[src/hw/memPkg.sv]
package memPkg;

  // Basic bus widths
  typedef logic [31:0] addrT;
  typedef logic [31:0] wordT;
  typedef logic [3:0]  maskT;
  typedef logic [1:0]  sizeT;

  // Transfer sizes in HSIZE coding
  localparam sizeT sizeByte = 2'd0;
  localparam sizeT sizeHalf = 2'd1;
  localparam sizeT sizeWord = 2'd2;

  // Instruction cache geometry
  localparam int icLines      = 16;
  localparam int icBlockWords = 4;

  localparam int icOffsetBits = $clog2(icBlockWords);
  localparam int icIndexBits  = $clog2(icLines);
  localparam int icIndexLsb   = icOffsetBits + 2;
  localparam int icTagLsb     = icIndexLsb + icIndexBits;
  localparam int icTagBits    = 32 - icTagLsb;

  typedef logic [icOffsetBits-1:0] icOffsetT;
  typedef logic [icIndexBits-1:0]  icIndexT;
  typedef logic [icTagBits-1:0]    icTagT;

  // Bus memory
  localparam int memWords      = 1024;
  localparam int memWaitCycles = 2;
  localparam int memIndexBits  = $clog2(memWords);

  typedef logic [memIndexBits-1:0] memIndexT;

  // Wait counter runs 0 .. memWaitCycles+1
  typedef logic [$clog2(memWaitCycles + 2)-1:0] waitCntT;

  localparam waitCntT memReadyCount = waitCntT'(memWaitCycles + 1);

  // Instruction cache controller
  typedef enum logic [1:0] {
    idle,
    refill,
    respond
  } icStateT;

endpackage

[src/hw/dataPort.sv]
`timescale 1ns/1ps

module dataPort (
  input  logic         clk,
  input  logic         arstN,
  input  logic         dataReq,
  input  logic         dataWrite,
  input  memPkg::addrT dataAddr,
  input  memPkg::wordT dataWdata,
  input  memPkg::maskT dataMask,
  output logic         dataValid,
  output logic         dataBusy,
  output memPkg::wordT dataRdata,
  output logic         dpBusReq,
  output logic         dpBusWrite,
  output memPkg::addrT dpBusAddr,
  output memPkg::sizeT dpBusSize,
  output memPkg::wordT dpBusWdata,
  input  logic         dpBusReady,
  input  memPkg::wordT busRdata
);

  logic         pending;
  logic         validQ;
  logic         writeQ;
  memPkg::addrT addrQ;
  memPkg::sizeT sizeQ;
  memPkg::wordT wdataQ;

  memPkg::sizeT reqSize;
  logic [1:0]   reqLane;

  // Size and lowest enabled lane from the byte mask
  always_comb
  begin
    case (dataMask)
      4'b1111: reqSize = memPkg::sizeWord;
      4'b0011, 4'b1100: reqSize = memPkg::sizeHalf;
      default: reqSize = memPkg::sizeByte;
    endcase
    if (dataMask[0])
      reqLane = 2'd0;
    else if (dataMask[1])
      reqLane = 2'd1;
    else if (dataMask[2])
      reqLane = 2'd2;
    else
      reqLane = 2'd3;
  end

  always_ff @(posedge clk or negedge arstN)
  begin
    if (!arstN)
    begin
      pending <= 1'b0;
      validQ  <= 1'b0;
    end
    else
    begin
      validQ <= pending && dpBusReady;
      if (dataReq)
        pending <= 1'b1;
      else if (dpBusReady)
        pending <= 1'b0;
    end
  end

  always_ff @(posedge clk)
  begin
    if (dataReq)
    begin
      writeQ <= dataWrite;
      addrQ  <= {dataAddr[31:2], reqLane};
      sizeQ  <= reqSize;
      wdataQ <= dataWdata;
    end
    if (pending && dpBusReady && !writeQ)
      dataRdata <= busRdata;
  end

  assign dataValid  = validQ;
  assign dataBusy   = pending || validQ;
  assign dpBusReq   = pending;
  assign dpBusWrite = writeQ;
  assign dpBusAddr  = addrQ;
  assign dpBusSize  = sizeQ;
  assign dpBusWdata = wdataQ;

  noDataWhileBusy: assert property (@(posedge clk) disable iff (!arstN)
    dataReq |-> !dataBusy);

  // One byte, an aligned halfword or the whole word
  legalMask: assert property (@(posedge clk) disable iff (!arstN)
    dataReq |-> dataMask inside {4'b0001, 4'b0010, 4'b0100, 4'b1000,
                                 4'b0011, 4'b1100, 4'b1111});

endmodule

[config.mk]
export PLATFORM = sky130hd
export DESIGN_NAME = dataPort
export DESIGN_NICKNAME = d
export VERILOG_FILES = /design/src/hw/memPkg.sv /design/src/hw/dataPort.sv
export SDC_FILE = /design/constraint.sdc
export NUM_CORES = 1
export LEC_CHECK = 0
export BUFFER_PORTS_ARGS = -buffer_cell sky130_fd_sc_hd__buf_2
export CORE_MARGIN = 2
export CORE_UTILIZATION = 41
export CTS_CLUSTER_DIAMETER = 50
export CTS_CLUSTER_SIZE = 40
export DETAILED_ROUTE_END_ITERATION = 16
export PLACE_DENSITY = 0.89
export SLEW_MARGIN = 20
export SYNTH_ARGS = -nofsm -noshare
export SYNTH_HDL_FRONTEND = slang
export SYNTH_SLANG_ARGS = --single-unit
[constraint.sdc]
create_clock -name clk -period 1.53 [get_ports clk]
set_input_delay 0.0765 -clock clk [delete_from_list [all_inputs] [get_ports clk]]
set_output_delay 0.0765 -clock clk [all_outputs]
set_load 0.02 [all_outputs]
Yosys cells after proc, flatten, opt, wreduce, memory -nomap -nowiden
Index checks and enable logic that the tools add are counted.
- equal/unequal tests: 3
- multiplexer cells: 5
- reduce and logical (&&, ||, !) cells: 7
- operators with widths (operator ; count):
    equality test 4 bit (second input constant) ; 2
    equality test 4 x 2 -> 1 bit (second input constant) ; 1
    2-to-1 mux 1 bit ; 4
    case mux 2 bit (2 select lines) ; 1
    OR reduction 2 bit ; 2
    logical AND 1 bit ; 2
    nonzero test 2 bit ; 1
    logical NOT 1 bit ; 1
    logical OR 1 bit ; 1
- register bits: 101
- bits of input ports: 105
- output and inout bits: 102
- logic and storage cells: 24

Longest topological paths before layout
Gate-level depths: netlist (run 1).
- depth in word-level cells: 3
- depth in mapped cells: 2
- mapped depth without buffers: 2

Least setup slack after synthesis (run 1)
OpenSTA, ideal clock, no wires.
- kind: reg-to-reg
- start: register pending (netlist: dpBusReq)
- end: register dataRdata[0] (enable)
- arrival: 1.185 ns
- path slack: -0.033 ns
- stages on the path, launching flop included: 3
- cell sequence: dfrtp_1 > and2_1 > nor2b_4
- cells in the longest elaborated chain, start to end: 2
- RTL lines (element ; line ; RTL):
    start: declaration ; dataPort.sv:23 ; logic pending;
    start signal: assignment ; dataPort.sv:55 ; pending <= 1'b0;
    start signal: assignment ; dataPort.sv:62 ; pending <= 1'b1;
    start signal: assignment ; dataPort.sv:64 ; pending <= 1'b0;
    logical AND 1 bit (2 in series) ; dataPort.sv:77 ; if (pending && dpBusReady && !writeQ)
    end signal: assignment ; dataPort.sv:78 ; dataRdata <= busRdata;
    end: declaration ; dataPort.sv:13 ; output memPkg::wordT dataRdata,
Every way passes these cells.
A chain may end at the register's enable or synchronous reset.

Worst setup path after layout (run 1)
- start: register pending (netlist: dpBusReq)
- end: output dataBusy
- cells in the longest elaborated chain, start to end: 1
- RTL lines (element ; line ; RTL):
    logical OR 1 bit ; dataPort.sv:82 ; assign dataBusy = pending || validQ;
    end: declaration ; dataPort.sv:12 ; output logic dataBusy,
Every way passes these cells.

==> results of run 1 <==
[worst max-delay path, cell delays in order (launching register included)]
cell,delay [ns]
dfrtp_2,0.43
or2_2,0.29
buf_2,0.16
[power breakdown]
part	total (W)	switching, W	internal, W
registers	0.00330	0.0000547	0.00324
logic	0.000848	0.000457	0.000391
clock network	0.00149	0.000891	0.000603
[placed cells by master (no fill, tap or decap), types with 2 or more instances in the layout]
cell           netlist  routed
nand2_1              2       2
clkinv_4             0       3
dlygate4sd3_1        0      97
inv_1                2       2
buf_2                0     204
nor2_1               2       2
edfxtp_1            99      99
clkbuf_8             0       9
buf_12               0       2
[flip-flops by register name (all words and copies together) (netlist names)]
register,count
dpBusSize,2
dpBusWdata,32
dataValid,1
dpBusWrite,1
dpBusAddr,32
dpBusReq,1
dataRdata,32
[through the flow]
stage / power, W / std cells / area [um2] / utilization
detailed placement: 0.00399 / 420 / 4300 / 0.590
global placement: 0.00396 / 420 / 4300 / 0.590
CTS: 0.00565 / 533 / 5450 / 0.747
floorplan: 0.00363 / 114 / 3110 / -
finish: 0.00564 / 533 / 5450 / 0.747
global route: 0.00586 / 533 / 5450 / 0.747
[cells by family after synthesis]
family                 share of synthesized area
AND/OR/NAND/NOR                           0.0169
AO/OA/AOI/OAI                            0.00805
buffers and inverters                    0.00242
flip-flops                                 0.973
[routing by layer]
layer	global-route usage	routed length [um]
met5	0	0
met4	0.0909	206
met1	0.239	3300
met2	0.410	4950
met3	0.0772	806
[what timing repair did]
| action | in CTS | in global routing |
|---|---|---|
| endpoints found under the hold margin | 99 | 0 |
| setup buffers | 0 | 0 |
| hold buffers | 97 | 0 |
[worst paths after layout]
path                                 end  cells after the start
max                             dataBusy                      2
min reg2reg                     dpBusReq                      1
min in group asynchronous       dpBusReq                      2
min                         dpBusAddr[0]                      2
max reg2reg                dataRdata[15]                      3
max in group asynchronous       dpBusReq                      2
[layout make-up]
| type | instances | area (um2) |
|---|---|---|
| repair buffers | 304 | 2040 |
| fillers | 441 | 1840 |
| well taps | 99 | 124 |
| clock inverters | 6 | 47.5 |
| inverters | 2 | 7.51 |
| flip-flops and latches | 101 | 3020 |
| clock buffers | 10 | 128 |
| multi-input cells | 11 | 77.6 |
==> results by group, run 1 <==
Place
  • Dpl ws: around 0.35 ns
  • GPL Wtd Cong: 0.674
  • HPWL after DPL: 5200 um
  • Buffers on Ports: between 200 and 250

Logic synthesis
  • Register area share after synthesis: 0.973
  • Syn avg cell area: 27.3 um2
  • Cell with the most instances after synthesis: edfxtp_1
  • Mapped Nets: between 200 and 250
  • Ys async rst share: 0.0198
  • Synth area leaders: edfxtp_1 (96%), dfrtp_1 (1.6%), nor2b_4 (0.44%)
  • Mapped cell area: slightly above 3000 um2
  • Flops & latches, synth: just over 100
  • Synth unique cells: 12
  • Synth top area share: 0.957
  • Yosys Warn Count: 0
  • Synth area leader: edfxtp_1
  • Post-synth EDFFs: 99
  • Post-Syn Instances: 114
  • Top cells by count, synth: edfxtp_1 (99), dfrtp_1 (2), inv_1 (2), nand2_1 (2), nor2_1 (2)
  • Most common flop cell mapped by yosys: edfxtp_1

Critical path
  • CP Launch Type: flop
  • RR Startpoint: dpBusReq
  • Flop2flop setup slack: 0.29 ns
  • Setup crit end kind: primary output
  • Setup CP Type: flop to primary output
  • WP data arrival: roughly 1.2 ns
  • Crit path max fanout: 4
  • Crit path from: dpBusReq
  • CP required: approximately 1.5 ns

CTS
  • Root buffer cell: clkbuf_8
  • Worst-path clk slew: 0.10 ns
  • Clk sink count: slightly above 100
  • H-Tree Depth: 3
  • CTS max path bufs: 2
  • Clock Latency Late Sink: 0.36 ns
  • CTS resizes: 0
  • Total CTS buffers: 9
  • CTS tree: done

STA
  • Slew @ Worst Pin: 0.336 ns
  • Hold slack: 0.0422 ns
  • FMAX: approximately 760 MHz
  • Fin worst setup slack: 0.213 ns
  • Slew headroom: 0.776
  • RSZ-0062 raised after global routing: false
  • Final worst path period need: roughly 1.3 ns
  • Fin Setup TNS: 0 ns
  • Final slew viol count: 0
  • Final hold vios: 0
  • Final period util: 0.861
  • Worst Skew: 0.0125 ns
  • # setup viols final: 0

Detailed routing
  • DRT iter0 DRCs: 144
  • Routed WL: 9260 um
  • DR pass1 iterations: 4
  • ANT nets after route: 0
  • DRC: 0
  • WL per Instance: ~17 um
  • Via-per-instance ratio: around 4.5
  • Vias: 2395

Die
  • Initial Utilization: 0.426
  • Die Ht: 91.1 um
  • FP Rows: 31
  • Die area: 8290 um2
  • CORE AREA: 7290 um2
  • I/O pin cnt: 207
  • Die W: 91.1 um

Cells and area
  • Final nets: 534
  • Area delta synth->final: 75.3%
  • ANT cells: 0
  • Layout cells sized above 1: 0.521

Outcome
  • Status: finished clean

Job
  • Max_cap viols: 0

GRT
  • Number of global-route vias before repair: 2601
  • Aggregate global-route resource usage: 0.226
  • Grt total ovfl: 0
  • Initial antenna violation count: 0
  • Global-route wire length before repair: 13800 um
  • Largest net degree at the start of global routing: 43

Power and ir drop
  • Pwr dens: 1040 nW/um2
  • Worst VDD drop: 693 uV
  • Leak pwr: 2.33 nW

Worst hold path
  • Hold Crit Class: primary input to flop
  • Hold_sp: dataMask[0]
Note: power is estimated with default switching activity, not from simulation.
==> run 2, diff against run 1 <==
- CORE_UTILIZATION: 41 -> 40
- PLACE_DENSITY: 0.89 -> 0.87
==> results by group, run 2 (synthesis gave the netlist of run 1 again) <==
CTS
  • CTS max path bufs: 2
  • H-Tree Depth: 3
  • Clock Latency Late Sink: 0.34 ns
  • Worst-path clk slew: 0.09 ns
  • Clk sink count: 101
  • Total CTS buffers: 9
  • CTS tree: done
  • Root buffer cell: clkbuf_8
  • CTS resizes: 0

STA
  • Worst Skew: 0.00602 ns
  • RSZ-0062 raised after global routing: false
  • Final hold vios: 0
  • Fin Setup TNS: 0 ns
  • # setup viols final: 0
  • Slew @ Worst Pin: around 0.26 ns
  • Slew headroom: 0.824
  • Final period util: 0.852
  • FMAX: 767 MHz
  • Final worst path period need: 1.30 ns
  • Final slew viol count: 0

Critical path
  • Setup CP Type: flop to primary output
  • CP required: about 1.5 ns
  • R2R cell count: 3
  • Flop2flop setup slack: 0.29 ns
  • Largest delay share family, worst path: flip-flops
  • Crit path max fanout: 4
  • Worst-path cell chain: or2_2, buf_2
  • CP max stage cell: dfrtp_2
  • CP Launch Type: flop
  • RR Startpoint: dpBusReq
  • WP data arrival: 1.23 ns
  • Buf/Inv on CP: 1
  • CP peak stage delay: 0.43 ns
  • Setup crit end kind: primary output
  • Reg2reg end: dataRdata[10]

Cells and area
  • Final nets: 534
  • Most common cell after layout, fill and taps aside: buf_2
  • Most frequent cells in the layout: buf_2 (204), edfxtp_1 (99), dlygate4sd3_1 (97), clkbuf_8 (9), clkinvlp_4 (3)
  • Final non-filler cell total: 537
  • Fill cell count: ~480
  • Layout cells sized above 1: 0.521
  • Area delta synth->final: 76.8%

Place
  • Buffers on Ports: 204
  • GPL Wtd Cong: 0.689
  • HPWL after DPL: 5020 um
  • # placed instances: 423

Power and ir drop
  • Worst VDD drop: approximately 840 uV
  • Pwr dens: 1080 nW/um2
  • Total Power: ~0.0059 W
  • Leak pwr: approximately 2.3 nW

Detailed routing
  • Vias: 2325
  • WL per Instance: 16.3 um
  • DRT iter0 DRCs: 80
  • ANT nets after route: 0
  • Routed WL: a little under 9000 um
  • Via-per-instance ratio: roughly 4.3
  • DR pass1 iterations: 4
  • DRC: 0

Die
  • Die area: 8490 um2
  • Initial Utilization: 0.409
  • Die W: 92.1 um
  • CORE AREA: 7610 um2
  • I/O pin cnt: around 210
  • Die Ht: 92.1 um
  • FP Rows: 32

GRT
  • Global-route wire length before repair: 12700 um
  • Number of global-route vias before repair: roughly 2500
  • Largest net degree at the start of global routing: 49
  • Initial antenna violation count: 1
  • Aggregate global-route resource usage: 0.204
  • Grt total ovfl: 0

Outcome
  • Status: finished clean

Worst hold path
  • Hold Crit Class: primary input to asynchronous set/reset pin

Job
  • Max_cap viols: 0
run 2: cell types whose count changed in the layout (fill, tap and decap cells not counted), sizes merged:
| cell | delta |
|---|---|
| clkinv | -3 |
| bufinv | +2 |
| clkinvlp | +2 |
| diode | +1 |
| inv | -1 |
run 2: metal layers:
layer	track usage	up-vias	routed length [um]
met4	0.0709	0	95
met1	0.222	1084	3130
met5	0	-	0
li1	-	1082	-
met3	0.0764	9	914
met2	0.366	150	4620
run 2: per-stage QoR:
step                      hold slack (ns)  setup slack (ns)  utilization  area, um2
after global routing               0.0258             0.183        0.722       5490
after floorplan                    -0.219            0.0250            -       3110
after global placement             -0.138             0.372        0.566       4310
after CTS                          0.0157             0.214        0.722       5490
final                              0.0398             0.227        0.722       5490
after detailed placement           -0.130             0.334        0.566       4310
run 2: power by group:
part           internal [W]  switching [W]  leakage [nW]  total [W]
Combinational      0.000391       0.000451          1.27   0.000842
Sequential          0.00324      0.0000538         0.974    0.00330
Clock              0.000919       0.000855        0.0985    0.00177
Total               0.00455        0.00136          2.34    0.00591
run 2: worst max-delay path by stage:
stage / startpoint / endpoint / slack [ns] / depth (start not counted)
after floorplan: dpBusReq / dataRdata[0] / 0.02 / 2
after global placement: dpBusReq / dataRdata[23] / 0.37 / 3
after detailed placement: dpBusReq / dataRdata[15] / 0.33 / 3
after CTS: dpBusReq / dataBusy / 0.21 / 2
after global routing: dpBusReq / dataBusy / 0.18 / 2
final: dpBusReq / dataBusy / 0.23 / 2
run 2: area by class of cell:
cell class	count	area, um2	share of cell area
diodes	1	2.50	0.000455
clock buffers	10	128	0.0232
clock inverters	6	87.6	0.0159
inverters	2	7.51	0.00137
multi-input cells	11	77.6	0.0141
flip-flops and latches	101	3020	0.550
well taps	102	128	0.0232
repair buffers	304	2040	0.371
run 2: worst reg2reg max path, cell delays in order (launching register included):
cell,delay (ns)
dfrtp_2,0.39
and2_1,0.17
nor2b_4,0.17
buf_12,0.21
run 2: what timing repair did:
item,CTS,global route
hold buffers,97,0
endpoints found under the hold margin,99,0
buffers inserted,0,0
