`config.mk`:
```
export PLATFORM = sky130hd
export DESIGN_NAME = busArbiter
export DESIGN_NICKNAME = d
export VERILOG_FILES = /design/src/hw/memPkg.sv /design/src/hw/busArbiter.sv
export SDC_FILE = /design/constraint.sdc
export NUM_CORES = 1
export LEC_CHECK = 0
export ABC_CLOCK_PERIOD_IN_PS = 1100
export BUFFER_PORTS_ARGS = -buffer_cell sky130_fd_sc_hd__buf_2
export CORE_AREA = 2 2 68 70
export DETAILED_ROUTE_END_ITERATION = 10
export DIE_AREA = 0 0 70 72
export GPL_TIMING_DRIVEN = 0
export PLACE_DENSITY = 0.82
export SYNTH_ARGS = -nofsm -noshare
export SYNTH_HDL_FRONTEND = slang
export SYNTH_SLANG_ARGS = --single-unit
```
`constraint.sdc`:
```
create_clock -name clk -period 1.1 [get_ports clk]
set_clock_uncertainty 0.15 [all_clocks]
set_input_delay 0.055 -clock clk [delete_from_list [all_inputs] [get_ports clk]]
set_output_delay 0.055 -clock clk [all_outputs]
set_load 0.01 [all_outputs]
```
`src/hw/memPkg.sv`:
```
package memPkg;

  // Basic bus widths
  typedef logic [31:0] addrT;
  typedef logic [31:0] wordT;
  typedef logic [3:0]  maskT;
  typedef logic [1:0]  sizeT;

  // Transfer sizes in HSIZE coding
  localparam sizeT sizeByte = 2'd0;
  localparam sizeT sizeHalf = 2'd1;
  localparam sizeT sizeWord = 2'd2;

  // Instruction cache geometry
  localparam int icLines      = 16;
  localparam int icBlockWords = 4;

  localparam int icOffsetBits = $clog2(icBlockWords);
  localparam int icIndexBits  = $clog2(icLines);
  localparam int icIndexLsb   = icOffsetBits + 2;
  localparam int icTagLsb     = icIndexLsb + icIndexBits;
  localparam int icTagBits    = 32 - icTagLsb;

  typedef logic [icOffsetBits-1:0] icOffsetT;
  typedef logic [icIndexBits-1:0]  icIndexT;
  typedef logic [icTagBits-1:0]    icTagT;

  // Bus memory
  localparam int memWords      = 1024;
  localparam int memWaitCycles = 2;
  localparam int memIndexBits  = $clog2(memWords);

  typedef logic [memIndexBits-1:0] memIndexT;

  // Wait counter runs 0 .. memWaitCycles+1
  typedef logic [$clog2(memWaitCycles + 2)-1:0] waitCntT;

  localparam waitCntT memReadyCount = waitCntT'(memWaitCycles + 1);

  // Instruction cache controller
  typedef enum logic [1:0] {
    idle,
    refill,
    respond
  } icStateT;

endpackage

```
`src/hw/busArbiter.sv`:
```
`timescale 1ns/1ps

module busArbiter (
  input  logic         clk,
  input  logic         arstN,
  input  logic         icBusReq,
  input  memPkg::addrT icBusAddr,
  output logic         icBusReady,
  input  logic         dpBusReq,
  input  logic         dpBusWrite,
  input  memPkg::addrT dpBusAddr,
  input  memPkg::sizeT dpBusSize,
  input  memPkg::wordT dpBusWdata,
  output logic         dpBusReady,
  output logic         busReq,
  output logic         busWrite,
  output memPkg::addrT busAddr,
  output memPkg::sizeT busSize,
  output memPkg::wordT busWdata,
  input  logic         busReady
);

  logic grantIc;
  logic grantDp;

  // Grant is held until the transfer's ready
  always_ff @(posedge clk or negedge arstN)
  begin
    if (!arstN)
    begin
      grantIc <= 1'b0;
      grantDp <= 1'b0;
    end
    else if (grantIc || grantDp)
    begin
      if (busReady)
      begin
        grantIc <= 1'b0;
        grantDp <= 1'b0;
      end
    end
    // Data side first
    else if (dpBusReq)
      grantDp <= 1'b1;
    else if (icBusReq)
      grantIc <= 1'b1;
  end

  assign busReq   = grantDp ? dpBusReq : (grantIc && icBusReq);
  assign busAddr  = grantDp ? dpBusAddr : icBusAddr;
  assign busWrite = grantDp && dpBusWrite;
  assign busSize  = grantDp ? dpBusSize : memPkg::sizeWord;
  assign busWdata = grantDp ? dpBusWdata : '0;

  assign icBusReady = grantIc && busReady;
  assign dpBusReady = grantDp && busReady;

  // Granted side keeps its request until ready
  grantedReqHeld: assert property (@(posedge clk) disable iff (!arstN)
    (grantDp || grantIc) |-> busReq);

endmodule

```
======== Yosys cells after proc, flatten, opt, wreduce, memory -nomap -nowiden ========
Cells that the tools add are included.
storage, ports and cells
  register bits ........................... 2
  input bits .............................. 104
  output and inout port bits .............. 70
  word-level logic and storage cells ...... 23
cells by class
  eq/ne operators ......................... 2
  mux-type cells .......................... 10
  reduce and logical (&&, ||, !) cells .... 9
operators by type and width
  kind                                                             number
  32-bit 2-to-1 mux                                                2
  1-bit 2-to-1 mux                                                 7
  1-bit logical AND                                                4
  2-bit nonzero test                                               2
  3-bit AND reduction                                              1
  2-bit 2-to-1 mux                                                 1
  2-bit by 1-bit != test with 1-bit output, second input constant  1
  2-bit != test, second input constant                             1
  2-bit AND reduction                                              1
  1-bit logical OR                                                 1

======== Depth between registers and ports, before layout ========
Gate-level depths: netlist of the first run.
  depth in word-level cells ............... 3
  mapped depth ............................ 4
  depth with buffers taken out ............ 2

======== Worst setup path before layout of the first run ========
No wires, ideal clock.
  path kind ............................... flip-flop to output port
  start point ............................. register grantDp
  end point ............................... output port busAddr[0]
  data arrival time ....................... 0.943 ns
  data required time ...................... 0.895 ns
  path slack .............................. -0.048 ns
  stages on the path, launching flop included .. 4
  path buffers ............................ 2
  cell sequence ........................... dfrtp_1 -> buf_6 -> buf_12 -> mux2_4
on the way
  word-level cells in the longest chain between the ends .. 1
ends and longest elaborated chain
  what                      RTL line          text
  start: declaration        busArbiter.sv:24  logic grantDp;
  start signal: assignment  busArbiter.sv:32  grantDp <= 1'b0;
  start signal: assignment  busArbiter.sv:39  grantDp <= 1'b0;
  start signal: assignment  busArbiter.sv:44  grantDp <= 1'b1;
  32-bit 2-to-1 mux         busArbiter.sv:50  assign busAddr = grantDp ? dpBusAddr : icBusAddr;
  end: declaration          busArbiter.sv:17  output memPkg::addrT busAddr,
Every way passes these cells.

======== Worst setup path in the final report of the first run ========
  start point ............................. register grantDp
  end point ............................... output port busAddr[12]
The elaborated chain is that of the path after synthesis.

==> reports/results.ini, run 1 <==
[global_route]
antenna_found_initial = 0
grt_pass1_wl_mm = 5.74
grt_max_degree = 11
grt_pass1_vias = 1245
gr-total-overflow = 0
grt_usage_pct = 13.8

[worst_setup_path]
cp-start-kind = flip-flop
critPathCaptureType = primary output
crit_arrival_ps = 1320
crit_fanout = 10
cp.required_ps = 890
critPathKind = reg -> out

[clock_network]
path_clk_slew_ps = 30
insertion_delay_ps = 210
cts_htree_levels = 1
cts.path.max_buffers = 2
clockRootBuffer = clkbuf_8
clock-sinks = 2
cts_tree = yes
cts_made_buffers = 3

[pwr]
internal_power_uw = 1610
power_density_nw_per_um2 = 1190
finalPower_uw = 2510
swShare_pct = 36.2
power_frac_seq_pct = 4.1
switchingPower_uw = 909
p_leak_uw = 0.00128
p_clk_share_pct = 11.4
ir_worst_vdd_mv = 0.709
comb_power_share_pct = 84.5

[synth]
synth_top_area_cell = mux2_4
yosys_warnings = 0
syn-num-nets = 191
synthesis.area_um2 = 897
yosys.area.top_type_share_pct = 51.9
ys_top_cells_by_area = mux2_4 52%, and2_1 25%, buf_12 6.7%
synth-seq-cells = 2
ys_types = 15
avgSynthCellArea_um2 = 10.3
postSynthCellCount = 87
seq_area_frac_synth_pct = 5.58

[floorplan]
core_area_um2 = 4260
num_rows = 24
initial_utilization_pct = 21.0
die_width_um = 70
io_pins = 174
dieArea_um2 = 5040
die_h_um = 72

[placed_design]
port_buffers = 173
place_congestion = 0.770
place_ws_ps = -209
place_hpwl_mm = 3.09
post-place-cells = 312
dpl-instance-area_um2 = 1830

[routing]
ant_nets = 0
routed_via_density = 4.17
routedWlPerCell_um = 12.5
drt_iter0_markers = 12
postRouteWirelength_mm = 4.00
drc = 0
drtPass1Iterations = 4
via_count = 1330

[status]
status = complete, but fails checks
violations = negative setup slack

[timing]
hold_viol_final = 0
tns_ps = -23080
slew_headroom_pct = 90.1
drv_slew = 0
layout_setup_ws_ps = -425
fmax_ghz = 0.656
worst_slew_pin_slew_ps = 148
rsz0062_at_grt = true
period_share_pct = 139
period_needed_ps = 1530
setup_viol = 71

[cells_and_area]
num_antenna_cells = 0
stdcell_area_um2 = 2110
final_net_count = 373
drive_above_1_share_pct = 81.6
syn2layout_area_growth_pct = 136
finalNonFillerCells = 319
fill_cells = 392

[worst_hold_path]
worstHoldPathType = in -> async

[flow_run]
cap_viol_max_count = 0

-- worst paths after layout --
path	from	to	slack [ps]	depth (start not counted)
worst max register to register	grantDp	grantDp	-30	3
max in group asynchronous	arstN	grantIc	690	2
worst min register to register	grantIc	grantIc	410	1
worst max-delay path	grantDp	busAddr[12]	-430	4
worst min-delay path	arstN	grantDp	9	2
min in group clk	dpBusReq	grantIc	20	3
-- stage by stage --
| stage | utilization [%] | hold WS [ps] |
|---|---|---|
| floorplan | - | -391 |
| global placement | 42.9 | -307 |
| detailed placement | 42.9 | -304 |
| CTS | 49.3 | 6.21 |
| global route | 49.6 | 24.8 |
| finish | 49.6 | 9.02 |
-- layout make-up --
cell class	instances	area (um^2)	area share (%)
multi-input combinational	75	746	35.3
sequential	2	50.0	2.37
tap	52	65.1	3.08
inverter	2	7.51	0.355
buffer	8	101	4.79
timing repair buffer	177	1100	52.2
clock buffer	3	41.3	1.95
-- flip-flops by register name (all words and copies together) (netlist names) --
| register | count |
|---|---|
| grantDp | 1 |
| grantIc | 1 |
-- what timing repair did --
item	CTS	global route
hold endpoints to repair	4	0
endpoints found under the setup margin	71	72
buffers inserted	1	0
hold buffers	3	0
pin swaps	0	1
resized for setup	31	6
-- critical path: stages, from the launching register on --
cell	delay [ps]
dfrtp_1	370
buf_8	150
buf_12	150
mux2_4	310
buf_6	120
-- layer usage --
layer	share of wire (%)	global-route usage, %	up-vias
li1	-	-	653
met1	31	13.7	588
met2	60	29.0	83
met3	7.9	2.50	6
met4	1.1	3.85	0
met5	0	0	-
-- power by group through the flow --
| stage | Sequential (uW) | Combinational [uW] | Clock [uW] |
|---|---|---|---|
| final | 103 | 2120 | 288 |
| after global routing | 106 | 2250 | 302 |
| after CTS | 99.9 | 2100 | 295 |
| after detailed placement | 100 | 1800 | 0 |
| after global placement | 100 | 1770 | 0 |
| after floorplan | 98.5 | 1170 | 0 |
-- synthesized netlist by cell type --
| master | number |
|---|---|
| and2_1 | 36 |
| mux2_4 | 31 |
| buf_12 | 3 |
| buf_2 | 2 |
| buf_6 | 2 |
| dfrtp_1 | 2 |
| inv_1 | 2 |
| nand2_1 | 2 |
| a22o_1 | 1 |
| a32o_1 | 1 |
| clkbuf_1 | 1 |
| mux2_2 | 1 |
| nand2b_1 | 1 |
| nor2_1 | 1 |
| o21ai_0 | 1 |
-- cells in the final DEF, fill, tap and decap left out --
| master | instances |
|---|---|
| nor2_1 | 1 |
| nand2_1 | 2 |
| buf_2 | 144 |
| mux2_4 | 31 |
| a32o_1 | 1 |
| and2_1 | 35 |
| buf_6 | 33 |
| mux2_2 | 1 |
| inv_1 | 2 |
| clkbuf_8 | 3 |
| dfrtp_1 | 2 |
| dlygate4sd3_1 | 3 |
| nand2b_1 | 1 |
| o21ai_1 | 1 |
| buf_8 | 1 |
| a22o_1 | 1 |
| buf_12 | 3 |
| buf_4 | 1 |
| and2_4 | 1 |
-- cells by family after synthesis --
group / synth area share [%]
DFF: 5.58
AOI/OAI and AO/OA: 2.65
muxes: 53.1
and+or+nand+nor: 27.1
buffers and inverters: 11.6
Power figures use the tool's default switching activity.
==> run 2: changes to the inputs <==
- BUFFER_PORTS_ARGS: -buffer_cell sky130_fd_sc_hd__buf_2 -> unset
- DONT_BUFFER_PORTS: unset -> 1
- PLACE_DENSITY: 0.82 -> 0.46
==> run 2 against run 1 <==
Effect of this change: the run still ends with negative setup slack left; sequential cell count unchanged; wire length down 24%; count of clock-buffer cells in the layout unchanged; combinational power down 27%; first-iteration DRC count up 17%; largest cell class is now multi-input combinational cells.
==> reports/results.ini, run 2 (synthesis results as in run 1) <==
[status]
status = complete, but fails checks  ; unchanged
violations = negative setup slack  ; unchanged

[routing]
ant_nets = 0  ; unchanged
via_count = 739  ; was 1,330
drt_iter0_markers = 14  ; was 12
drtPass1Iterations = 3  ; was 4
routedWlPerCell_um = 20.2  ; was 12.5 um
routed_via_density = 4.93  ; was 4.17
drc = 0  ; unchanged
postRouteWirelength_mm = 3.03  ; was 4.00 mm

[clock_network]
cts_tree = yes  ; unchanged
clock-sinks = 2  ; unchanged
path_clk_slew_ps = 30  ; about the same
cts_htree_levels = 1  ; unchanged
insertion_delay_ps = 210  ; about the same
cts.path.max_buffers = 2  ; unchanged
clockRootBuffer = clkbuf_8  ; unchanged
cts_made_buffers = 3  ; unchanged

[worst_hold_path]
worstHoldPathType = in -> out  ; was in -> async
hold_depth = 1
min_to = busSize[1]
min_from = dpBusSize[1]

[floorplan]
dieArea_um2 = 5040  ; unchanged
initial_utilization_pct = 21.0  ; unchanged
num_rows = 24  ; unchanged
io_pins = 174  ; unchanged
core_area_um2 = 4260  ; unchanged
die_h_um = 72  ; unchanged
die_width_um = 70  ; unchanged

[timing]
layout_setup_ws_ps = -320  ; was -425 ps
slew_headroom_pct = 84.0  ; was 90.1%
drv_slew = 0  ; unchanged
hold_viol_final = 0  ; unchanged
rsz0062_at_grt = true  ; unchanged
fmax_ghz = 0.704  ; was 0.656 GHz
tns_ps = -17200  ; was -23,080 ps
period_needed_ps = 1420  ; was 1530 ps
worst_slew_pin_slew_ps = 239  ; was 148 ps
period_share_pct = 129  ; was 139%
setup_viol = 71  ; unchanged

[cells_and_area]
stdcell_area_um2 = 1180  ; was 2110 um^2
syn2layout_area_growth_pct = 31.8  ; was 136%
drive_above_1_share_pct = 77.6  ; was 81.6%
num_antenna_cells = 0  ; unchanged
final_cell_mix = 31 x mux2_4, 28 x and2_4, 8 x and2_1  ; was 144 x buf_2, 35 x and2_1, 33 x buf_6
layout_commonest_cell = mux2_4  ; was buf_2
finalNonFillerCells = 150  ; was 319
reg_top3 = grantDp x1, grantIc x1  ; unchanged
final_net_count = 204  ; was 373
postLayoutCoreUtil_pct = 27.7  ; was 49.6%

[global_route]
grt_max_degree = 11  ; unchanged
grt_pass1_vias = 709  ; was 1,245
grt_usage_pct = 9.67  ; was 13.8%
gr-total-overflow = 0  ; unchanged
antenna_found_initial = 0  ; unchanged
grt_pass1_wl_mm = 3.84  ; was 5.74 mm

[worst_setup_path]
path_buf_inv = 2  ; was 3
worst-r2r-cell-count = 3  ; unchanged
slowest_delay_ps = 380  ; was 370 ps
slowest_stage = dfrtp_1  ; unchanged
critPathKind = reg -> out  ; unchanged
rr_endpoint = grantDp  ; unchanged
cp.required_ps = 890  ; about the same
cp_num_cells = 3  ; was 4
critical-path-top-delay-family = flip-flops  ; was buffers and inverters
r2r_setup_slack_ps = -50  ; was -30 ps
critPathCaptureType = primary output  ; unchanged
reg2reg_from = grantDp  ; unchanged
crit_fanout = 10  ; unchanged
cp-start-kind = flip-flop  ; unchanged
crit_arrival_ps = 1220  ; was 1320 ps
cp_cell_sequence = buf_6, buf_12, mux2_4  ; was buf_8, buf_12, mux2_4, buf_6

[pwr]
finalPower_uw = 1940  ; was 2510 uW
ir_worst_vdd_mv = 0.739  ; was 0.709 mV
power_density_nw_per_um2 = 1640  ; was 1190 nW/um^2
p_leak_uw = 0.000569  ; was 0.00128 uW

[flow_run]
cap_viol_max_count = 0  ; unchanged

[placed_design]
place_congestion = 0.923  ; was 0.770
place_hpwl_mm = 2.58  ; was 3.09 mm
port_buffers = 0  ; was 173
post-place-cells = 139  ; was 312
dpl-instance-area_um2 = 962  ; was 1830 um^2

run 2: cell count changes in the layout (fill, tap and decap cells not counted), sizes merged:
| cell | before | now |
|---|---|---|
| dlygate4sd3 | 3 | 5 |
| buf | 182 | 11 |
run 2: report_power, final:
| group | switching [uW] | internal, uW | total [uW] |
|---|---|---|---|
| sequential | 16.4 | 89.9 | 106 |
| combinational | 695 | 855 | 1550 |
| clock | 56.2 | 231 | 287 |
run 2: metrics by stage:
| stage | hold slack, ps | worst slack [ps] |
|---|---|---|
| 2_1_floorplan | -391 | -48.1 |
| 3_3_place_gp | -390 | -91.1 |
| 3_5_place_dp | -390 | -96.3 |
| 4_1_cts | 68.8 | -318 |
| 5_1_grt | 69.1 | -351 |
| 6_report | 68.1 | -320 |
run 2: how the worst max path moves through the flow:
stage	slack (ps)	to	from
2_1_floorplan	-50	busAddr[0]	grantDp
5_1_grt	-350	busAddr[14]	grantDp
3_3_place_gp	-90	busAddr[14]	grantDp
3_5_place_dp	-100	busAddr[14]	grantDp
4_1_cts	-320	busAddr[14]	grantDp
6_report	-320	busAddr[29]	grantDp
run 2: repair_timing:
action                                  4_1_cts  5_1_grt
buffers inserted                              0        1
endpoints found under the setup margin       70       71
resized for setup                            12       32
hold endpoints to repair                      4        0
hold buffers                                  5        0
cloned                                        0        2
run 2: cell type report:
cell class	instances	area (um^2)
timing repair buffer	8	80.1
fill	445	3080
clock buffer	3	41.3
tap	52	65.1
multi-input combinational	75	828
sequential	2	50.0
buffer	8	110
inverter	2	7.51
run 2: worst register-to-register path, cell delays in order, from the launching register on:
cell     delay, ps
dfrtp_1        380
buf_6          150
buf_6          140
a22o_1         210
run 2: layer usage:
metal  share of wire [%]  track usage (%)
met1                  33             10.7
met2                  56             18.7
met3                  10             1.94
met4                0.99             2.56
met5                   0                0
==> run 3: changes to the inputs <==
- ABC_CLOCK_PERIOD_IN_PS: 1100 -> 1800
- PLACE_DENSITY: 0.46 -> 0.45
- clock period: 1.1 -> 1.8 ns (I/O delays scaled with it)
==> run 3 against run 2 <==
Effect of this change: the flow now finishes without violations; sequential cell count is the same; first-iteration DRC count decreased by 43%; via count shrank 2.0%; non-clock buffer count decreased by 2; core utilization shrank 2.8 points; design area is 10% lower; clock power down 36%; power shrank 46%; hold slack improved by 98 ps; die area unchanged; sequential power fell by 42%; worst setup slack better by 450 ps; critical endpoint is now grantDp; largest cell class unchanged.
==> reports/results.ini, run 3 (synthesis results as in run 1) <==
[status]
status = finished clean  ; was complete, but fails checks

[worst_setup_path]
worst-r2r-cell-count = 4  ; was 3
r2r_setup_slack_ps = 130  ; was -50 ps
slowest_stage = dlygate4sd3_1  ; was dfrtp_1
crit_fanout = 10  ; unchanged
critPathCaptureType = flip-flop  ; was primary output
cp.required_ps = 1740  ; was 890 ps
cp-start-kind = flip-flop  ; unchanged
cpMostUsedCell = buf_6
critPathKind = reg -> reg  ; was reg -> out
rr_endpoint = grantDp  ; unchanged
reg2reg_from = grantDp  ; unchanged
startpoint = grantDp  ; unchanged
cp_cell_sequence = buf_6, buf_6, a22o_1, dlygate4sd3_1  ; was buf_6, buf_12, mux2_4
slowest_delay_ps = 550  ; was 380 ps
crit_arrival_ps = 1610  ; was 1220 ps

[cells_and_area]
final_net_count = 202  ; was 204
drive_above_1_share_pct = 43.8  ; was 77.6%
reg_top3 = grantDp x1, grantIc x1  ; unchanged
layout_commonest_cell = and2_1  ; was mux2_4
final_cell_mix = 36 x and2_1, 31 x mux2_4, 6 x dlygate4sd3_1  ; was 31 x mux2_4, 28 x and2_4, 8 x and2_1
fill_cells = 453  ; was 445
syn2layout_area_growth_pct = 18.5  ; was 31.8%
num_antenna_cells = 0  ; unchanged
finalNonFillerCells = 148  ; was 150

[timing]
slew_headroom_pct = 75.5  ; was 84.0%
layout_setup_ws_ps = 131  ; was -320 ps
fmax_ghz = 0.599
tns_ps = 0  ; was -17,200 ps
period_needed_ps = 1670
setup_viol = 0  ; was 71
worst_slew_pin_slew_ps = 363  ; was 239 ps
period_share_pct = 92.7
hold_viol_final = 0  ; unchanged
rsz0062_at_grt = false  ; was true
drv_slew = 0  ; unchanged

[global_route]
antenna_found_initial = 0  ; unchanged
gr-total-overflow = 0  ; unchanged
grt_pass1_vias = 730  ; was 709
grt_pass1_wl_mm = 3.75  ; was 3.84 mm
grt_max_degree = 11  ; unchanged
grt_usage_pct = 9.44  ; was 9.67%

[worst_hold_path]
hold_depth = 1  ; unchanged
min_to = busAddr[14]  ; was busSize[1]
worstHoldPathType = in -> out  ; unchanged
min_from = dpBusAddr[14]  ; was dpBusSize[1]

[placed_design]
place_hpwl_mm = 2.56  ; was 2.58 mm
port_buffers = 0  ; unchanged
place_ws_ps = 569  ; was -96.3 ps
post-place-cells = 139  ; unchanged
place_congestion = 0.692  ; was 0.923

[routing]
ant_nets = 0  ; unchanged
drc = 0  ; unchanged
drt_iter0_markers = 8  ; was 14
postRouteWirelength_mm = 2.92  ; was 3.03 mm
routed_via_density = 4.89  ; was 4.93
via_count = 724  ; was 739
routedWlPerCell_um = 19.7  ; was 20.2 um
drtPass1Iterations = 2  ; was 3

[clock_network]
postCtsSetupRepairBufs = 0  ; unchanged
clockRootBuffer = clkbuf_8  ; unchanged
insertion_delay_ps = 220  ; was 210 ps
cts_made_buffers = 3  ; unchanged
clock-sinks = 2  ; unchanged
path_clk_slew_ps = 30  ; about the same
cts_tree = yes  ; unchanged
cts_resized = 0  ; was 12
cts.path.max_buffers = 2  ; unchanged
cts_hold_buffers = 6  ; was 5
cts_htree_levels = 1  ; unchanged

[pwr]
p_leak_uw = 0.000495  ; was 0.000569 uW
ir_worst_vdd_mv = 0.421  ; was 0.739 mV
finalPower_uw = 1050  ; was 1940 uW
power_density_nw_per_um2 = 986  ; was 1640 nW/um^2

[floorplan]
die_width_um = 70  ; unchanged
die_h_um = 72  ; unchanged
io_pins = 174  ; unchanged
core_area_um2 = 4260  ; unchanged
initial_utilization_pct = 21.0  ; unchanged
num_rows = 24  ; unchanged
dieArea_um2 = 5040  ; unchanged

[flow_run]
cap_viol_max_count = 0  ; unchanged

run 3: cell count changes in the layout (fill, tap and decap cells not counted), sizes merged:
cell,before,now
buf,11,7
clkbuf,3,4
dlygate4sd3,5,6
run 3: power by group:
| group | internal [uW] | total [uW] | switching (uW) |
|---|---|---|---|
| logic | 410 | 805 | 395 |
| clock network | 142 | 183 | 41.2 |
| registers | 54.8 | 61.2 | 6.39 |
run 3: cell type report:
cell class	count	area [um^2]	area share (%)
repair buffers	6	60.1	5.65
multi-input cells	75	743	69.9
well taps	52	65.1	6.12
inverters	2	7.51	0.706
plain buffers	8	96.3	9.06
flip-flops and latches	2	50.0	4.71
clock buffers	3	41.3	3.88
run 3: worst max-delay path by stage:
stage	endpoint	cells after the start
after floorplan	busAddr[0]	3
after CTS	grantDp	4
final	grantDp	4
after global routing	grantDp	4
after detailed placement	busWdata[21]	3
after global placement	busAddr[13]	3
run 3: metrics by stage:
stage	util (%)	hold WS, ps	cell area [um^2]
CTS	24.9	166	1060
global route	24.9	167	1060
detailed placement	22.6	-356	962
floorplan	-	-356	897
finish	24.9	166	1060
global placement	22.6	-356	962
run 3: worst max-delay path: cells and delay by family, from the launching register on:
kind / cells / cell delay, ps
flops: 1 / 360
buf+inv: 3 / 840
compound gates: 1 / 200
run 3: routing by layer:
| metal | track usage (%) | up-vias | wire length [um] |
|---|---|---|---|
| li1 | - | 309 | - |
| met1 | 8.65 | 310 | 793 |
| met2 | 20.7 | 102 | 1720 |
| met4 | 2.56 | 0 | 23 |
| met3 | 1.67 | 3 | 385 |
| met5 | 0 | - | 0 |
